===== src/verilog/mpx_config.svh =====
//----------------------------------------
// Build options for the decode stage
// MPX_SUPPORT_MULDIV is 1 bit
// MPX_SUPPORTED_COP holds one enable bit per coprocessor
//----------------------------------------
`ifndef MPX_CONFIG_SVH
`define MPX_CONFIG_SVH

// Multiply, divide and HI/LO moves
`define MPX_SUPPORT_MULDIV 1'b1

// Bit n enables coprocessor n, default is COP0 and COP2
`define MPX_SUPPORTED_COP 4'd5

`endif


===== src/verilog/mpx_isa_pkg.sv =====
//----------------------------------------
// MIPS-I instruction encoding
// Only the opcodes that decode looks at are listed
//----------------------------------------
package mpx_isa_pkg;

    localparam int OPCODE_W = 6;
    localparam int REG_W    = 5;
    localparam int SHAMT_W  = 5;
    localparam int FUNC_W   = 6;
    localparam int IMM_W    = 16;

    typedef logic [OPCODE_W-1:0] mpx_opcode_t;
    typedef logic [FUNC_W-1:0]   mpx_func_t;
    typedef logic [REG_W-1:0]    mpx_reg_t;

    // One fetched word, seen as R-type or as I-type
    typedef union packed {
        struct packed {
            mpx_opcode_t          opcode;
            mpx_reg_t             rs;
            mpx_reg_t             rt;
            mpx_reg_t             rd;
            logic [SHAMT_W-1:0]   shamt;
            mpx_func_t            func;
        } r;
        struct packed {
            mpx_opcode_t          opcode;
            mpx_reg_t             rs;
            mpx_reg_t             rt;
            logic [IMM_W-1:0]     imm;
        } i;
    } mpx_instr_t;

    //----------------------------------------
    // Primary opcodes
    //----------------------------------------
    localparam mpx_opcode_t INSTR_R_SPECIAL = 6'h00;
    localparam mpx_opcode_t INSTR_I_BRCOND  = 6'h01;
    localparam mpx_opcode_t INSTR_J_J       = 6'h02;
    localparam mpx_opcode_t INSTR_J_JAL     = 6'h03;
    localparam mpx_opcode_t INSTR_J_BEQ     = 6'h04;
    localparam mpx_opcode_t INSTR_J_BNE     = 6'h05;
    localparam mpx_opcode_t INSTR_J_BLEZ    = 6'h06;
    localparam mpx_opcode_t INSTR_J_BGTZ    = 6'h07;
    localparam mpx_opcode_t INSTR_I_ADDI    = 6'h08;
    localparam mpx_opcode_t INSTR_I_ADDIU   = 6'h09;
    localparam mpx_opcode_t INSTR_I_SLTI    = 6'h0a;
    localparam mpx_opcode_t INSTR_I_SLTIU   = 6'h0b;
    localparam mpx_opcode_t INSTR_I_ANDI    = 6'h0c;
    localparam mpx_opcode_t INSTR_I_ORI     = 6'h0d;
    localparam mpx_opcode_t INSTR_I_XORI    = 6'h0e;
    localparam mpx_opcode_t INSTR_I_LUI     = 6'h0f;
    localparam mpx_opcode_t INSTR_COP0      = 6'h10;
    localparam mpx_opcode_t INSTR_COP1      = 6'h11;
    localparam mpx_opcode_t INSTR_COP2      = 6'h12;
    localparam mpx_opcode_t INSTR_COP3      = 6'h13;
    localparam mpx_opcode_t INSTR_I_LB      = 6'h20;
    localparam mpx_opcode_t INSTR_I_LH      = 6'h21;
    localparam mpx_opcode_t INSTR_I_LWL     = 6'h22;
    localparam mpx_opcode_t INSTR_I_LW      = 6'h23;
    localparam mpx_opcode_t INSTR_I_LBU     = 6'h24;
    localparam mpx_opcode_t INSTR_I_LHU     = 6'h25;
    localparam mpx_opcode_t INSTR_I_LWR     = 6'h26;
    localparam mpx_opcode_t INSTR_I_SB      = 6'h28;
    localparam mpx_opcode_t INSTR_I_SH      = 6'h29;
    localparam mpx_opcode_t INSTR_I_SWL     = 6'h2a;
    localparam mpx_opcode_t INSTR_I_SW      = 6'h2b;
    localparam mpx_opcode_t INSTR_I_SWR     = 6'h2e;
    // Low two bits select the coprocessor
    localparam mpx_opcode_t INSTR_I_LWC0    = 6'h30;
    localparam mpx_opcode_t INSTR_I_SWC0    = 6'h38;

    //----------------------------------------
    // SPECIAL function codes
    //----------------------------------------
    localparam mpx_func_t INSTR_R_SLL     = 6'h00;
    localparam mpx_func_t INSTR_R_SRL     = 6'h02;
    localparam mpx_func_t INSTR_R_SRA     = 6'h03;
    localparam mpx_func_t INSTR_R_SLLV    = 6'h04;
    localparam mpx_func_t INSTR_R_SRLV    = 6'h06;
    localparam mpx_func_t INSTR_R_SRAV    = 6'h07;
    localparam mpx_func_t INSTR_R_JR      = 6'h08;
    localparam mpx_func_t INSTR_R_JALR    = 6'h09;
    localparam mpx_func_t INSTR_R_SYSCALL = 6'h0c;
    localparam mpx_func_t INSTR_R_BREAK   = 6'h0d;
    localparam mpx_func_t INSTR_R_MFHI    = 6'h10;
    localparam mpx_func_t INSTR_R_MTHI    = 6'h11;
    localparam mpx_func_t INSTR_R_MFLO    = 6'h12;
    localparam mpx_func_t INSTR_R_MTLO    = 6'h13;
    localparam mpx_func_t INSTR_R_MULT    = 6'h18;
    localparam mpx_func_t INSTR_R_MULTU   = 6'h19;
    localparam mpx_func_t INSTR_R_DIV     = 6'h1a;
    localparam mpx_func_t INSTR_R_DIVU    = 6'h1b;
    localparam mpx_func_t INSTR_R_ADD     = 6'h20;
    localparam mpx_func_t INSTR_R_ADDU    = 6'h21;
    localparam mpx_func_t INSTR_R_SUB     = 6'h22;
    localparam mpx_func_t INSTR_R_SUBU    = 6'h23;
    localparam mpx_func_t INSTR_R_AND     = 6'h24;
    localparam mpx_func_t INSTR_R_OR      = 6'h25;
    localparam mpx_func_t INSTR_R_XOR     = 6'h26;
    localparam mpx_func_t INSTR_R_NOR     = 6'h27;
    localparam mpx_func_t INSTR_R_SLT     = 6'h2a;
    localparam mpx_func_t INSTR_R_SLTU    = 6'h2b;

    // BLTZAL and BGEZAL write the link register
    localparam mpx_reg_t INSTR_I_BRCOND_RA_MASK = 5'h1e;
    localparam mpx_reg_t INSTR_I_BRCOND_RA_WR   = 5'h10;

endpackage


===== src/verilog/mpx_cop_pkg.sv =====
//----------------------------------------
// Coprocessor side of the encoding
// Needs mpx_isa_pkg compiled first
//----------------------------------------
package mpx_cop_pkg;

    localparam int COP_NUM = 4;

    typedef logic [1:0]         mpx_cop_idx_t;
    typedef logic [COP_NUM-1:0] mpx_cop_mask_t;

    // rs field of a COPn word
    typedef enum logic [4:0] {
        COP_MFC = 5'd0,
        COP_CFC = 5'd2,
        COP_MTC = 5'd4,
        COP_CTC = 5'd6
    } mpx_cop_move_t;

    // Return from exception, COP0 with bit 25 set
    localparam mpx_isa_pkg::mpx_func_t COP_FUNC_RFE = 6'h10;

endpackage


===== src/verilog/mpx_class_decode.sv =====
//----------------------------------------
// General instruction classes
// Purely combinational
// Clock and reset only time the checks
// Coprocessor conditions come in from mpx_cop_decode
//----------------------------------------
`timescale 1ns/100ps
`include "mpx_config.svh"

module mpx_class_decode (
    input  logic                    clk_i,
    input  logic                    reset_i,
    input  mpx_isa_pkg::mpx_instr_t instr_i,
    input  logic                    cop_reads_gpr_i,
    input  logic                    cop_lsu_i,
    output logic                    exec_o,
    output logic                    lsu_o,
    output logic                    branch_o,
    output logic                    mul_o,
    output logic                    div_o,
    output logic                    rd_valid_o,
    output logic                    rt_is_rd_o,
    output logic                    lr_is_rd_o
);
    import mpx_isa_pkg::*;

    localparam logic MULDIV_EN = `MPX_SUPPORT_MULDIV;

    mpx_opcode_t opcode_w;
    mpx_func_t   func_w;
    logic        imm_alu_w;
    logic        load_w;
    logic        store_w;
    logic        jump_w;
    logic        cop_op_w;
    logic        spec_alu_w;
    logic        spec_jump_w;
    logic        mult_w;
    logic        divide_w;
    logic        jalr_w;
    logic        brcond_link_w;
    logic        exec_w;
    logic        lr_w;

    assign opcode_w = instr_i.r.opcode;
    assign func_w   = instr_i.r.func;

    //----------------------------------------
    // Primary opcode
    //----------------------------------------
    always_comb begin
        imm_alu_w = 1'b0;
        load_w    = 1'b0;
        store_w   = 1'b0;
        jump_w    = 1'b0;
        cop_op_w  = 1'b0;
        case (opcode_w)
            INSTR_I_ADDI, INSTR_I_ADDIU, INSTR_I_SLTI, INSTR_I_SLTIU,
            INSTR_I_ANDI, INSTR_I_ORI, INSTR_I_XORI, INSTR_I_LUI:
                imm_alu_w = 1'b1;
            INSTR_I_LB, INSTR_I_LH, INSTR_I_LW, INSTR_I_LBU,
            INSTR_I_LHU, INSTR_I_LWL, INSTR_I_LWR:
                load_w = 1'b1;
            INSTR_I_SB, INSTR_I_SH, INSTR_I_SW, INSTR_I_SWL, INSTR_I_SWR:
                store_w = 1'b1;
            INSTR_J_J, INSTR_J_JAL, INSTR_J_BEQ, INSTR_J_BNE,
            INSTR_J_BLEZ, INSTR_J_BGTZ, INSTR_I_BRCOND:
                jump_w = 1'b1;
            INSTR_COP0, INSTR_COP1, INSTR_COP2, INSTR_COP3:
                cop_op_w = 1'b1;
            default: ;
        endcase
    end

    //----------------------------------------
    // SPECIAL function field
    //----------------------------------------
    always_comb begin
        spec_alu_w  = 1'b0;
        spec_jump_w = 1'b0;
        mult_w      = 1'b0;
        divide_w    = 1'b0;
        if (opcode_w == INSTR_R_SPECIAL) begin
            case (func_w)
                INSTR_R_SLL, INSTR_R_SRL, INSTR_R_SRA, INSTR_R_SLLV,
                INSTR_R_SRLV, INSTR_R_SRAV, INSTR_R_ADD, INSTR_R_ADDU,
                INSTR_R_SUB, INSTR_R_SUBU, INSTR_R_AND, INSTR_R_OR,
                INSTR_R_XOR, INSTR_R_NOR, INSTR_R_SLT, INSTR_R_SLTU:
                    spec_alu_w = 1'b1;
                INSTR_R_JR, INSTR_R_JALR:
                    spec_jump_w = 1'b1;
                INSTR_R_MULT, INSTR_R_MULTU:
                    mult_w = 1'b1;
                INSTR_R_DIV, INSTR_R_DIVU:
                    divide_w = 1'b1;
                default: ;
            endcase
        end
    end

    assign jalr_w = (opcode_w == INSTR_R_SPECIAL) && (func_w == INSTR_R_JALR);

    // Link forms of BRCOND are picked out of rt
    assign brcond_link_w = (opcode_w == INSTR_I_BRCOND) &&
        ((instr_i.i.rt & INSTR_I_BRCOND_RA_MASK) == INSTR_I_BRCOND_RA_WR);

    assign exec_w = imm_alu_w | spec_alu_w;
    assign lr_w   = (opcode_w == INSTR_J_JAL) | brcond_link_w;

    assign exec_o     = exec_w;
    assign lsu_o      = load_w | store_w | cop_lsu_i;
    assign branch_o   = jump_w | spec_jump_w;
    assign mul_o      = mult_w & MULDIV_EN;
    assign div_o      = divide_w & MULDIV_EN;
    assign lr_is_rd_o = lr_w;
    assign rt_is_rd_o = imm_alu_w | load_w | cop_op_w;
    assign rd_valid_o = exec_w | load_w | lr_w | jalr_w | cop_reads_gpr_i;

    //----------------------------------------
    // Checks
    //----------------------------------------
    // lsu also carries LWC/SWC from the coprocessor decoder
    a_exec_lsu_excl: assert property (@(posedge clk_i) disable iff (reset_i)
        !(exec_o && lsu_o))
        else $error("exec and lsu both set");

endmodule


===== src/verilog/mpx_cop_decode.sv =====
//----------------------------------------
// Coprocessor and special register decode
// HI/LO moves, traps and fetch faults are reported on COP0
// Disabled coprocessors decode as nothing
//----------------------------------------
`timescale 1ns/100ps
`include "mpx_config.svh"

module mpx_cop_decode (
    input  logic                      clk_i,
    input  logic                      reset_i,
    input  mpx_isa_pkg::mpx_instr_t   instr_i,
    input  logic                      fault_fetch_i,
    output mpx_cop_pkg::mpx_cop_mask_t cop_o,
    output mpx_cop_pkg::mpx_cop_mask_t cop_wr_o,
    output logic                      cop_reads_gpr_o,
    output logic                      cop_lsu_o
);
    import mpx_isa_pkg::*;
    import mpx_cop_pkg::*;

    localparam mpx_cop_mask_t COP_EN    = `MPX_SUPPORTED_COP;
    localparam logic          MULDIV_EN = `MPX_SUPPORT_MULDIV;

    mpx_opcode_t   opcode_w;
    mpx_func_t     func_w;
    mpx_reg_t      rs_w;
    logic          special_w;
    logic          mfhi_w;
    logic          mthi_w;
    logic          mflo_w;
    logic          mtlo_w;
    logic          trap_w;
    logic          rfe_w;
    logic          cop0_use_w;
    mpx_cop_mask_t hit_w;
    mpx_cop_mask_t op_w;
    mpx_cop_mask_t mf_w;
    mpx_cop_mask_t mt_w;
    mpx_cop_mask_t lwc_w;
    mpx_cop_mask_t swc_w;

    assign opcode_w  = instr_i.r.opcode;
    assign func_w    = instr_i.r.func;
    assign rs_w      = instr_i.r.rs;
    assign special_w = (opcode_w == INSTR_R_SPECIAL);

    //----------------------------------------
    // HI/LO moves and traps
    //----------------------------------------
    assign mfhi_w = special_w && (func_w == INSTR_R_MFHI) && MULDIV_EN;
    assign mthi_w = special_w && (func_w == INSTR_R_MTHI) && MULDIV_EN;
    assign mflo_w = special_w && (func_w == INSTR_R_MFLO) && MULDIV_EN;
    assign mtlo_w = special_w && (func_w == INSTR_R_MTLO) && MULDIV_EN;

    assign trap_w = special_w &&
        ((func_w == INSTR_R_SYSCALL) || (func_w == INSTR_R_BREAK));

    //----------------------------------------
    // Per coprocessor
    //----------------------------------------
    for (genvar n = 0; n < COP_NUM; n++) begin : g_cop
        localparam mpx_cop_idx_t IDX = mpx_cop_idx_t'(n);

        assign hit_w[n] = (opcode_w == {INSTR_COP0[5:2], IDX});
        assign op_w[n]  = hit_w[n] && COP_EN[n];
        assign mf_w[n]  = op_w[n] && ((rs_w == COP_MFC) || (rs_w == COP_CFC));
        assign mt_w[n]  = op_w[n] && ((rs_w == COP_MTC) || (rs_w == COP_CTC));
        assign lwc_w[n] = (opcode_w == {INSTR_I_LWC0[5:2], IDX}) && COP_EN[n];
        assign swc_w[n] = (opcode_w == {INSTR_I_SWC0[5:2], IDX}) && COP_EN[n];
    end

    // Bit 25 is the top bit of rs
    assign rfe_w = op_w[0] && rs_w[REG_W-1] && (func_w == COP_FUNC_RFE);

    // Any COP0 opcode counts, enabled or not
    assign cop0_use_w = trap_w | hit_w[0] | fault_fetch_i |
                        mfhi_w | mflo_w | mthi_w | mtlo_w;

    assign cop_o    = op_w | lwc_w | swc_w | {3'b000, cop0_use_w};
    assign cop_wr_o = mt_w | lwc_w | {3'b000, mthi_w | mtlo_w | rfe_w};

    assign cop_reads_gpr_o = mfhi_w | mflo_w | (|mf_w);
    assign cop_lsu_o       = |(lwc_w | swc_w);

    // A write always comes with the use flag of the same coprocessor
    a_wr_implies_use: assert property (@(posedge clk_i) disable iff (reset_i)
        (cop_wr_o & ~cop_o) == '0)
        else $error("cop_wr %b without cop %b", cop_wr_o, cop_o);

endmodule


===== src/verilog/mpx_decode.sv =====
//----------------------------------------
// Decode stage, purely combinational
// Flags depend on the word and fault flag only, not on valid
// Clock and reset only time the assertions
//----------------------------------------
`timescale 1ns/100ps

module mpx_decode (
    input  logic                       clk_i,
    input  logic                       reset_i,

    // Fetch side
    input  logic                       fetch_in_valid_i,
    input  mpx_isa_pkg::mpx_instr_t    fetch_in_instr_i,
    input  logic [31:0]                fetch_in_pc_i,
    input  logic                       fetch_in_delay_slot_i,
    input  logic                       fetch_in_fault_fetch_i,
    output logic                       fetch_in_accept_o,

    // Next stage
    input  logic                       fetch_out_accept_i,
    output logic                       fetch_out_valid_o,
    output mpx_isa_pkg::mpx_instr_t    fetch_out_instr_o,
    output logic [31:0]                fetch_out_pc_o,
    output logic                       fetch_out_delay_slot_o,
    output logic                       fetch_out_fault_fetch_o,
    output logic                       fetch_out_instr_exec_o,
    output logic                       fetch_out_instr_lsu_o,
    output logic                       fetch_out_instr_branch_o,
    output logic                       fetch_out_instr_mul_o,
    output logic                       fetch_out_instr_div_o,
    output logic                       fetch_out_instr_rd_valid_o,
    output logic                       fetch_out_instr_rt_is_rd_o,
    output logic                       fetch_out_instr_lr_is_rd_o,
    output mpx_cop_pkg::mpx_cop_mask_t fetch_out_instr_cop_o,
    output mpx_cop_pkg::mpx_cop_mask_t fetch_out_instr_cop_wr_o
);

    logic cop_reads_gpr_w;
    logic cop_lsu_w;

    // No buffering, accept goes straight back to fetch
    assign fetch_in_accept_o       = fetch_out_accept_i;
    assign fetch_out_valid_o       = fetch_in_valid_i;
    assign fetch_out_instr_o       = fetch_in_instr_i;
    assign fetch_out_pc_o          = fetch_in_pc_i;
    assign fetch_out_delay_slot_o  = fetch_in_delay_slot_i;
    assign fetch_out_fault_fetch_o = fetch_in_fault_fetch_i;

    mpx_class_decode u_class (
        .clk_i           (clk_i),
        .reset_i         (reset_i),
        .instr_i         (fetch_in_instr_i),
        .cop_reads_gpr_i (cop_reads_gpr_w),
        .cop_lsu_i       (cop_lsu_w),
        .exec_o          (fetch_out_instr_exec_o),
        .lsu_o           (fetch_out_instr_lsu_o),
        .branch_o        (fetch_out_instr_branch_o),
        .mul_o           (fetch_out_instr_mul_o),
        .div_o           (fetch_out_instr_div_o),
        .rd_valid_o      (fetch_out_instr_rd_valid_o),
        .rt_is_rd_o      (fetch_out_instr_rt_is_rd_o),
        .lr_is_rd_o      (fetch_out_instr_lr_is_rd_o)
    );

    mpx_cop_decode u_cop (
        .clk_i           (clk_i),
        .reset_i         (reset_i),
        .instr_i         (fetch_in_instr_i),
        .fault_fetch_i   (fetch_in_fault_fetch_i),
        .cop_o           (fetch_out_instr_cop_o),
        .cop_wr_o        (fetch_out_instr_cop_wr_o),
        .cop_reads_gpr_o (cop_reads_gpr_w),
        .cop_lsu_o       (cop_lsu_w)
    );

endmodule


===== config.mk =====
export PLATFORM = sky130hd
export DESIGN_NAME = mpx_decode
export DESIGN_NICKNAME = d
export VERILOG_FILES = /design/src/verilog/mpx_isa_pkg.sv /design/src/verilog/mpx_cop_pkg.sv /design/src/verilog/mpx_class_decode.sv /design/src/verilog/mpx_cop_decode.sv /design/src/verilog/mpx_decode.sv
export VERILOG_INCLUDE_DIRS = /design/src /design/src/verilog
export SDC_FILE = /design/constraint.sdc
export NUM_CORES = 1
export LEC_CHECK = 0
export ABC_AREA = 1
export BUFFER_PORTS_ARGS = -buffer_cell sky130_fd_sc_hd__buf_2
export CAP_MARGIN = 20
export CORE_MARGIN = 2
export CORE_UTILIZATION = 34
export DETAILED_ROUTE_END_ITERATION = 7
export PLACE_DENSITY = 0.92
export REMOVE_ABC_BUFFERS = 1
export SLEW_MARGIN = 20
export SYNTH_ARGS = -nofsm -noshare
export SYNTH_HDL_FRONTEND = slang
export SYNTH_SLANG_ARGS = --single-unit

===== constraint.sdc =====
create_clock -name vclk -period 1.05
set_input_delay 0 -clock vclk [all_inputs]
set_output_delay 0 -clock vclk [all_outputs]
set_load 0.03 [all_outputs]

==> impl_metrics.json, run 1 <==
{
  "rows": 20,
  "yosysWarningCount": 0,
  "ys_seq_area_share_pct": 0,
  "groute.layer.met2.usage_pct": 48.4,
  "synth_largest_area_cell": "sky130_fd_sc_hd__buf_4",
  "finalPower_mw": 0.406,
  "worstPathArrival_ns": 1.03,
  "cell_count_after_synthesis": 170,
  "drc": 0,
  "detail_route.wl_per_cell_microns": 26.6,
  "die_w_microns": 59.8,
  "hold_path_end": "fetch_out_instr_o[22]",
  "yosys.area_share.simple_pct": 38.1,
  "netlist.area_leader.share_pct": 51.1,
  "dr.pass1.iters": 4,
  "achievable-frequency_ghz": 0.969,
  "syn-cell-area_sq_um": 1060,
  "final_area_sq_um": 868,
  "p_leak_nw": 0.541,
  "grtUsageMet1_pct": 13.4,
  "placeable_area_sq_um": 3000,
  "hpwlAfterDp_microns": 4730,
  "yosys-mux-area-fraction_pct": 0,
  "fillerInstances": 327,
  "place_ws_ns": 0.0675,
  "drtIter0Drc": 54,
  "timing.final.setup_violations": 0,
  "initial_antenna_violation_count": 0,
  "place_inst": 190,
  "busiest_layer": "met2",
  "global_route.usage.met3_pct": 33.5,
  "run_status": "complete, no violations",
  "via_count": 974,
  "synth.most_common_cell": "sky130_fd_sc_hd__buf_4",
  "floorplan.die_area_sq_um": 3570,
  "cts_setup_buffers": 0,
  "drt.antenna.violating_nets": 0,
  "synth_compound_gate_area_share_pct": 5.80,
  "grt_first_pass_wirelength_microns": 6230,
  "via_per_inst": 5.13,
  "worst_ir_drop_vdd_mv": 0.123,
  "yosys-top-cells-count": "sky130_fd_sc_hd__buf_4, sky130_fd_sc_hd__nor2_1, sky130_fd_sc_hd__nand2_1, sky130_fd_sc_hd__inv_1, sky130_fd_sc_hd__nand3_1",
  "whs_path_depth": 0,
  "placement.io_buffers": 54,
  "main_combinational_cell_family_by_area_after_synthesis": "buffers and inverters",
  "pin_count_of_the_biggest_net_entering_global_routing": 8,
  "multiInputGateArea_sq_um": 490,
  "hp-start": "fetch_in_instr_i[22]",
  "worstPathRequired_ns": 1.05,
  "design.seq.count": 0,
  "period_minus_slack_ns": 1.03,
  "final.setup.worst_slack_ns": 0.0185,
  "number_of_distinct_library_cells_after_synthesis": 25,
  "portion_of_the_clock_cycle_consumed_by_the_worst_path_in_the_final_layout_pct": 98.2,
  "post_synthesis_share_of_cell_area_spent_on_full_adders_half_adders_and_majority_gates_pct": 0,
  "place_area_sq_um": 855,
  "synthTopCellsByArea": "sky130_fd_sc_hd__buf_4, sky130_fd_sc_hd__nor2_1, sky130_fd_sc_hd__nand2_1, sky130_fd_sc_hd__nand3_1, sky130_fd_sc_hd__inv_1",
  "power_density_nw_per_um2": 467,
  "crit_end_element": "primary output",
  "final_layout_size_suffix_gt1_share_pct": 49.7,
  "worst_setup_path_start_kind": "input port",
  "floorplan.io_pins": 154,
  "gp_congestion": 0.936,
  "final_cells": 190,
  "synth_area_per_cell_sq_um": 6.22,
  "grt_util_all_layers_pct": 26.3,
  "antenna_cells": 0,
  "worstPathMaxFanout": 6,
  "routed_wirelength_microns": 5060,
  "final-seq-area_sq_um": 0,
  "dieHeight_microns": 59.8,
  "area_delta_synth_final_pct": -17.9,
  "grt_overflow_total": 0,
  "xor_xnor_portion_of_the_synthesized_cell_area_pct": 0,
  "final-max-slew-violation-count": 0,
  "hold_viol": 0,
  "first_global_vias": 827,
  "starting_density_pct": 35.2,
  "path_class": "input port to primary output",
  "cap_viol_max_count": 0,
  "hold_ws_ns": 0.000147,
  "fin_nets": 229,
  "hold_path_class": "input port to primary output",
  "final.clkbuf_count": 0
}
-- worst max path at each step --
| stage | start | cells past startpoint | to | slack, ns |
|---|---|---|---|---|
| after detailed placement | fetch_in_instr_i[2] | 9 | fetch_out_instr_rd_valid_o | 0.07 |
| after global routing | fetch_in_instr_i[31] | 7 | fetch_out_instr_cop_o[0] | -0.03 |
| after global placement | fetch_in_instr_i[31] | 7 | fetch_out_instr_cop_o[0] | 0.07 |
| after floorplan | fetch_in_instr_i[29] | 5 | fetch_out_instr_div_o | 0.18 |
| after CTS | fetch_in_instr_i[2] | 9 | fetch_out_instr_rd_valid_o | 0.06 |
| final | fetch_in_instr_i[31] | 7 | fetch_out_instr_cop_o[0] | 0.02 |
-- cell families (layout without fill, tap and decap cells) --
group | count (synthesis) | in the layout
AOI/OAI and AO/OA | 9 | 9
other | 1 | 4
buffers and inverters | 85 | 69
and+or+nand+nor | 75 | 75
-- power breakdown --
part	switching (mW)	leakage, nW	internal (mW)
Sequential	0	0	0
Clock	0	0	0
Combinational	0.291	0.541	0.115
Total	0.291	0.541	0.115
-- through the flow --
stage                     utilization (%)  setup TNS (ns)
final                                28.9               0
after detailed placement             28.5               0
after global routing                 28.9         -0.0396
after CTS                            28.5               0
after floorplan                         -               0
after global placement               28.5               0
-- critical path, cell delays in order --
cell,delay [ns]
sky130_fd_sc_hd__buf_2,0.14
sky130_fd_sc_hd__nor2_4,0.16
sky130_fd_sc_hd__inv_2,0.08
sky130_fd_sc_hd__nor2_8,0.15
sky130_fd_sc_hd__nand4_1,0.14
sky130_fd_sc_hd__nand4_1,0.14
sky130_fd_sc_hd__buf_2,0.21
-- what timing repair did --
action,in CTS,in global routing
resized for setup,0,6
hold endpoints to repair,0,0
endpoints found under the setup margin,0,4
hold buffers,0,0
-- routing by layer --
metal / part of all wire [%] / vias up
met2: 51 / 138
met1: 17 / 386
li1: - / 438
met5: 0.59 / -
met4: 2.7 / 2
met3: 28 / 10
-- cells in the final DEF (no fill, tap or decap), types with 3 or more instances in the layout --
| cell type | count |
|---|---|
| sky130_fd_sc_hd__nand4_1 | 3 |
| sky130_fd_sc_hd__nand2_2 | 3 |
| sky130_fd_sc_hd__conb_1 | 4 |
| sky130_fd_sc_hd__buf_2 | 53 |
| sky130_fd_sc_hd__nor2_1 | 22 |
| sky130_fd_sc_hd__inv_2 | 4 |
| sky130_fd_sc_hd__nor3_1 | 3 |
| sky130_fd_sc_hd__inv_1 | 9 |
| sky130_fd_sc_hd__nor2_2 | 5 |
| sky130_fd_sc_hd__nand3b_1 | 3 |
| sky130_fd_sc_hd__nand3_1 | 9 |
| sky130_fd_sc_hd__nand3_2 | 3 |
| sky130_fd_sc_hd__nand2_1 | 17 |
-- cell type report --
type,instances,share of cell area (%)
inverter,13,5.62
multi-input combinational,88,56.5
tap,33,4.76
timing repair buffer,56,33.1
Note: power is estimated with default switching activity, not from simulation.
==> run 2: changes to the inputs <==
- ABC_AREA: 1 -> not set
- CORE_UTILIZATION: 34 -> 29
- PLACE_DENSITY: 0.92 -> 0.87
- clock period: 1.05 -> 1.1 ns (I/O delays scaled with it)
==> run 2 against run 1 <==
  * The flow now finishes with violations (setup timing)
  * Sequential share of layout area stayed put
  * Flip-flop and latch count stayed put
  * Setup slack worse by 0.25 ns
  * First-iteration DRC count is 83% lower
  * Critical path type unchanged
==> impl_metrics.json, run 2 <==
{
  "worst_ir_drop_vdd_mv": 0.166,
  "run_status": "complete, but fails checks",
  "floorplan.io_pins": 154,
  "final-max-slew-violation-count": 0,
  "period_minus_slack_ns": 1.33,
  "rows": 20,
  "area_delta_synth_final_pct": 18.5,
  "via_per_inst": 4.99,
  "achievable-frequency_ghz": 0.751,
  "ys_seq_area_share_pct": 0,
  "initial_antenna_violation_count": 0,
  "drc": 0,
  "final-seq-area_sq_um": 0,
  "worstPathRequired_ns": 1.10,
  "final.setup.worst_slack_ns": -0.232,
  "yosys-mux-area-fraction_pct": 1.26,
  "path_class": "input port to primary output",
  "hold_viol": 0,
  "rsz0062_at_grt": "yes",
  "cap_viol_max_count": 0,
  "fin_nets": 207,
  "xor_xnor_portion_of_the_synthesized_cell_area_pct": 0,
  "grt_overflow_total": 0,
  "synth.most_common_cell": "sky130_fd_sc_hd__buf_4",
  "design.seq.count": 0,
  "whs_path_depth": 0,
  "worstPathArrival_ns": 1.33,
  "final_layout_size_suffix_gt1_share_pct": 74.1,
  "final.clkbuf_count": 0,
  "hpwlAfterDp_microns": 4540,
  "routed_wirelength_microns": 5160,
  "antenna_cells": 0,
  "synth_compound_gate_area_share_pct": 13.3,
  "p_leak_nw": 0.504,
  "finalPower_mw": 0.448,
  "main_combinational_cell_family_by_area_after_synthesis": "buffers and inverters",
  "dieHeight_microns": 59.5,
  "cp_slowest_stage_delay_ns": 0.54,
  "layout.cells.most_common_list": "sky130_fd_sc_hd__buf_2, sky130_fd_sc_hd__buf_4, sky130_fd_sc_hd__buf_6",
  "final_core_util_pct": 35.3,
  "power_density_nw_per_um2": 423,
  "place_ws_ns": -0.378,
  "first_global_vias": 769,
  "dr.pass1.iters": 2,
  "critical_path.slowest_cell": "sky130_fd_sc_hd__or4b_4",
  "leading_cell_type_in_the_layout_fill_and_taps_excluded": "sky130_fd_sc_hd__buf_2",
  "pin_count_of_the_biggest_net_entering_global_routing": 9,
  "tns_ns": -0.875,
  "syn-cell-area_sq_um": 895,
  "placeable_area_sq_um": 3000,
  "portion_of_the_clock_cycle_consumed_by_the_worst_path_in_the_final_layout_pct": 121,
  "cell_count_after_synthesis": 127,
  "final_cells": 168,
  "crit_path_frequent_cell": "sky130_fd_sc_hd__buf_6",
  "timing.final.setup_violations": 7,
  "timing.critical_path.cells": "buf_6 > or4b_4 > a2111oi_4 > nor3_2 > o2111ai_2 > buf_6",
  "hold_path_class": "input port to primary output",
  "placement.io_buffers": 54,
  "worst_setup_path_start_kind": "input port",
  "synth_area_per_cell_sq_um": 7.04,
  "violations_in_the_final_reports": "setup timing",
  "yosys.area_share.simple_pct": 23.4,
  "number_of_distinct_library_cells_after_synthesis": 28,
  "yosysWarningCount": 0,
  "detail_route.wl_per_cell_microns": 30.7,
  "post_synthesis_share_of_cell_area_spent_on_full_adders_half_adders_and_majority_gates_pct": 0,
  "via_count": 839,
  "gp_congestion": 0.865,
  "die_w_microns": 59.5,
  "grt_first_pass_wirelength_microns": 6000,
  "starting_density_pct": 29.8,
  "drtIter0Drc": 9,
  "synthTopCellsByArea": "sky130_fd_sc_hd__buf_4, sky130_fd_sc_hd__nor2_1, sky130_fd_sc_hd__a2111oi_4, sky130_fd_sc_hd__nor3_1, sky130_fd_sc_hd__a211oi_1",
  "yosys-top-cells-count": "sky130_fd_sc_hd__buf_4, sky130_fd_sc_hd__nor2_1, sky130_fd_sc_hd__nor3_1, sky130_fd_sc_hd__nand2_1",
  "synth_largest_area_cell": "sky130_fd_sc_hd__buf_4",
  "grt_util_all_layers_pct": 26.1,
  "crit_end_element": "primary output",
  "netlist.area_leader.share_pct": 60.4,
  "floorplan.die_area_sq_um": 3550,
  "worstPathMaxFanout": 2,
  "place_inst": 166,
  "drt.antenna.violating_nets": 0
}
==> run 2: layout make-up <==
cell class,count,area [sq um]
Inverter,3,15.0
Tap cell,33,41.3
Fill cell,318,1940
Timing Repair Buffer,77,551
Multi-Input combinational cell,55,453
==> run 2: path summary, 6_finish.rpt <==
path	startpoint	endpoint	slack (ns)
worst max-delay path	fetch_in_instr_i[19]	fetch_out_instr_rd_valid_o	-0.23
worst min-delay path	fetch_in_pc_i[15]	fetch_out_pc_o[15]	0.0002
==> run 2: logic make-up after synthesis <==
kind of cell | after synthesis
buffers and inverters | 75
multiplexers | 1
AND/OR/NAND/NOR | 36
AO/OA/AOI/OAI | 14
other | 1
==> run 2: per-stage QoR <==
stage / instance area, sq um / hold slack (ns)
finish: 1060 / 0.000172
global route: 1060 / 0.000134
CTS: 966 / 0.000430
detailed placement: 835 / 0.000430
global placement: 835 / 0.000430
floorplan: 365 / 0
==> run 2: critical path: cells and delay by family <==
family | cells | cell delay [ns]
buffers and inverters | 2 | 0.25
AO/OA/AOI/OAI | 2 | 0.44
AND/OR/NAND/NOR | 2 | 0.64
==> run 2: per-layer routing <==
layer	GRT usage, %	vias up	wire length, microns	share of wire (%)
li1	-	370	-	-
met1	16.8	385	1140	22
met2	51.6	84	2840	55
met3	27.5	0	1190	23
met4	0	0	0	0
met5	3.17	-	0	0
==> run 2: repair_timing <==
action | CTS | global route
hold buffers | 0 | 0
setup endpoints to repair | 9 | 10
pin swaps | 8 | 5
resized for setup | 33 | 22
setup buffers | 2 | 0
==> run 2: power breakdown <==
| part | leakage, nW | switching, mW | internal, mW |
|---|---|---|---|
| clock network | 0 | 0 | 0 |
| registers | 0 | 0 | 0 |
| logic | 0.504 | 0.274 | 0.174 |
==> run 3: changes to the inputs <==
- ABC_CLOCK_PERIOD_IN_PS: not set -> 1100
- CORE_ASPECT_RATIO: not set -> 0.8
==> run 3 against run 2 <==
  * The run still ends with setup timing left
  * Core utilization decreased by 2.4 points
  * Die area about the same
  * Combinational power decreased by 4%
==> impl_metrics.json, run 3 (synthesis results as in run 2) <==
{
  "antenna_cells": 0,
  "worstPathMaxFanout": 2,
  "area_delta_synth_final_pct": 11.0,
  "final-seq-area_sq_um": 0,
  "power_density_nw_per_um2": 432,
  "run_status": "complete, but fails checks",
  "timing.final.setup_violations": 10,
  "detail_route.wl_per_cell_microns": 33.0,
  "rows": 18,
  "placement.io_buffers": 54,
  "achievable-frequency_ghz": 0.741,
  "floorplan.die_area_sq_um": 3550,
  "final_cells": 171,
  "cap_viol_max_count": 0,
  "pin_count_of_the_biggest_net_entering_global_routing": 9,
  "grt_first_pass_wirelength_microns": 6410,
  "fin_nets": 203,
  "critical_path.slowest_cell": "sky130_fd_sc_hd__or4b_4",
  "final.setup.worst_slack_ns": -0.249,
  "layout.cells.most_common_list": "sky130_fd_sc_hd__buf_2, sky130_fd_sc_hd__buf_4, sky130_fd_sc_hd__buf_6",
  "drtIter0Drc": 48,
  "hpwlAfterDp_microns": 4800,
  "dr.pass1.iters": 4,
  "cp_slowest_stage_delay_ns": 0.54,
  "first_global_vias": 775,
  "rsz0062_at_grt": "yes",
  "design.seq.count": 0,
  "multiInputGateArea_sq_um": 437,
  "path_class": "input port to primary output",
  "via_count": 940,
  "final.clkbuf_count": 0,
  "starting_density_pct": 29.6,
  "hold_path_end": "fetch_out_instr_o[12]",
  "grt_util_all_layers_pct": 28.0,
  "p_leak_nw": 0.473,
  "die_w_microns": 66.1,
  "worstPathRequired_ns": 1.10,
  "whs_path_depth": 0,
  "period_minus_slack_ns": 1.35,
  "hp-start": "fetch_in_instr_i[12]",
  "grt_overflow_total": 0,
  "place_inst": 169,
  "violations_in_the_final_reports": "setup timing",
  "dieHeight_microns": 53.7,
  "portion_of_the_clock_cycle_consumed_by_the_worst_path_in_the_final_layout_pct": 123,
  "worst_ir_drop_vdd_mv": 0.0995,
  "final-max-slew-violation-count": 0,
  "critical-path-top-delay-family": "simple AND/OR/NAND/NOR gates",
  "crit_end_element": "primary output",
  "gp_congestion": 0.941,
  "hold_ws_ns": 0.000406,
  "floorplan.io_pins": 154,
  "leading_cell_type_in_the_layout_fill_and_taps_excluded": "sky130_fd_sc_hd__buf_2",
  "drt.antenna.violating_nets": 0,
  "final_layout_size_suffix_gt1_share_pct": 72.5,
  "timing.critical_path.buf_inv": 2,
  "final_core_util_pct": 32.9,
  "place_ws_ns": -0.336,
  "placeable_area_sq_um": 3020,
  "initial_antenna_violation_count": 0,
  "timing.critical_path.cells": "buf_6 > or4b_4 > a2111oi_4 > nor3_1 > o2111ai_1 > buf_4",
  "hold_path_class": "input port to primary output",
  "drc": 0,
  "hold_viol": 0,
  "routed_wirelength_microns": 5640,
  "fillerInstances": 290,
  "via_per_inst": 5.50,
  "worst_setup_path_start_kind": "input port",
  "worstPathArrival_ns": 1.35
}
## run 3: changes by cell type in the layout (fill, tap and decap cells not counted), sizes merged
cell / delta
clkinvlp: -1
inv: +1
buf: -5
clkbuf: +1
## run 3: worst max-delay path by stage
stage	start	end	slack, ns	cells past startpoint
6_report	fetch_in_instr_i[19]	fetch_out_instr_rd_valid_o	-0.25	6
3_3_place_gp	fetch_in_instr_i[18]	fetch_out_instr_rd_valid_o	-0.33	6
2_1_floorplan	fetch_in_instr_i[18]	fetch_out_instr_rd_valid_o	-0.48	4
4_1_cts	fetch_in_instr_i[19]	fetch_out_instr_rd_valid_o	-0.22	6
5_1_grt	fetch_in_instr_i[19]	fetch_out_instr_rd_valid_o	-0.28	6
3_5_place_dp	fetch_in_instr_i[18]	fetch_out_instr_rd_valid_o	-0.34	6
## run 3: stage by stage
stage               TNS, ns  power [mW]  instance area (sq um)
floorplan            -0.936       0.110                    365
global placement      -1.50       0.368                    813
detailed placement    -1.62       0.369                    813
CTS                  -0.767       0.392                    895
global route          -1.08       0.451                    993
finish               -0.873       0.429                    993
## run 3: per-layer routing
metal  part of all wire (%)  vias up  global-route usage [%]
li1                       -      365                       -
met1                     17      395                    9.78
met2                     54      158                    57.5
met3                     24       20                    35.6
met4                    4.5        2                    8.84
met5                   0.53        -                    14.1
## run 3: timing repair
action                     CTS  global route
buffers inserted             0             2
gates resized for setup     22            25
hold buffers                 0             0
pin swaps                    7             4
setup endpoints to repair    9            11
## run 3: where the power goes
group | switching, mW | internal [mW]
Combinational | 0.271 | 0.158
Sequential | 0 | 0
Clock | 0 | 0
Total | 0.271 | 0.158
## run 3: final cells by class
type	count	area share, %
repair buffers	73	49.9
multi-input cells	55	44.0
well taps	40	5.04
inverters	3	1.13
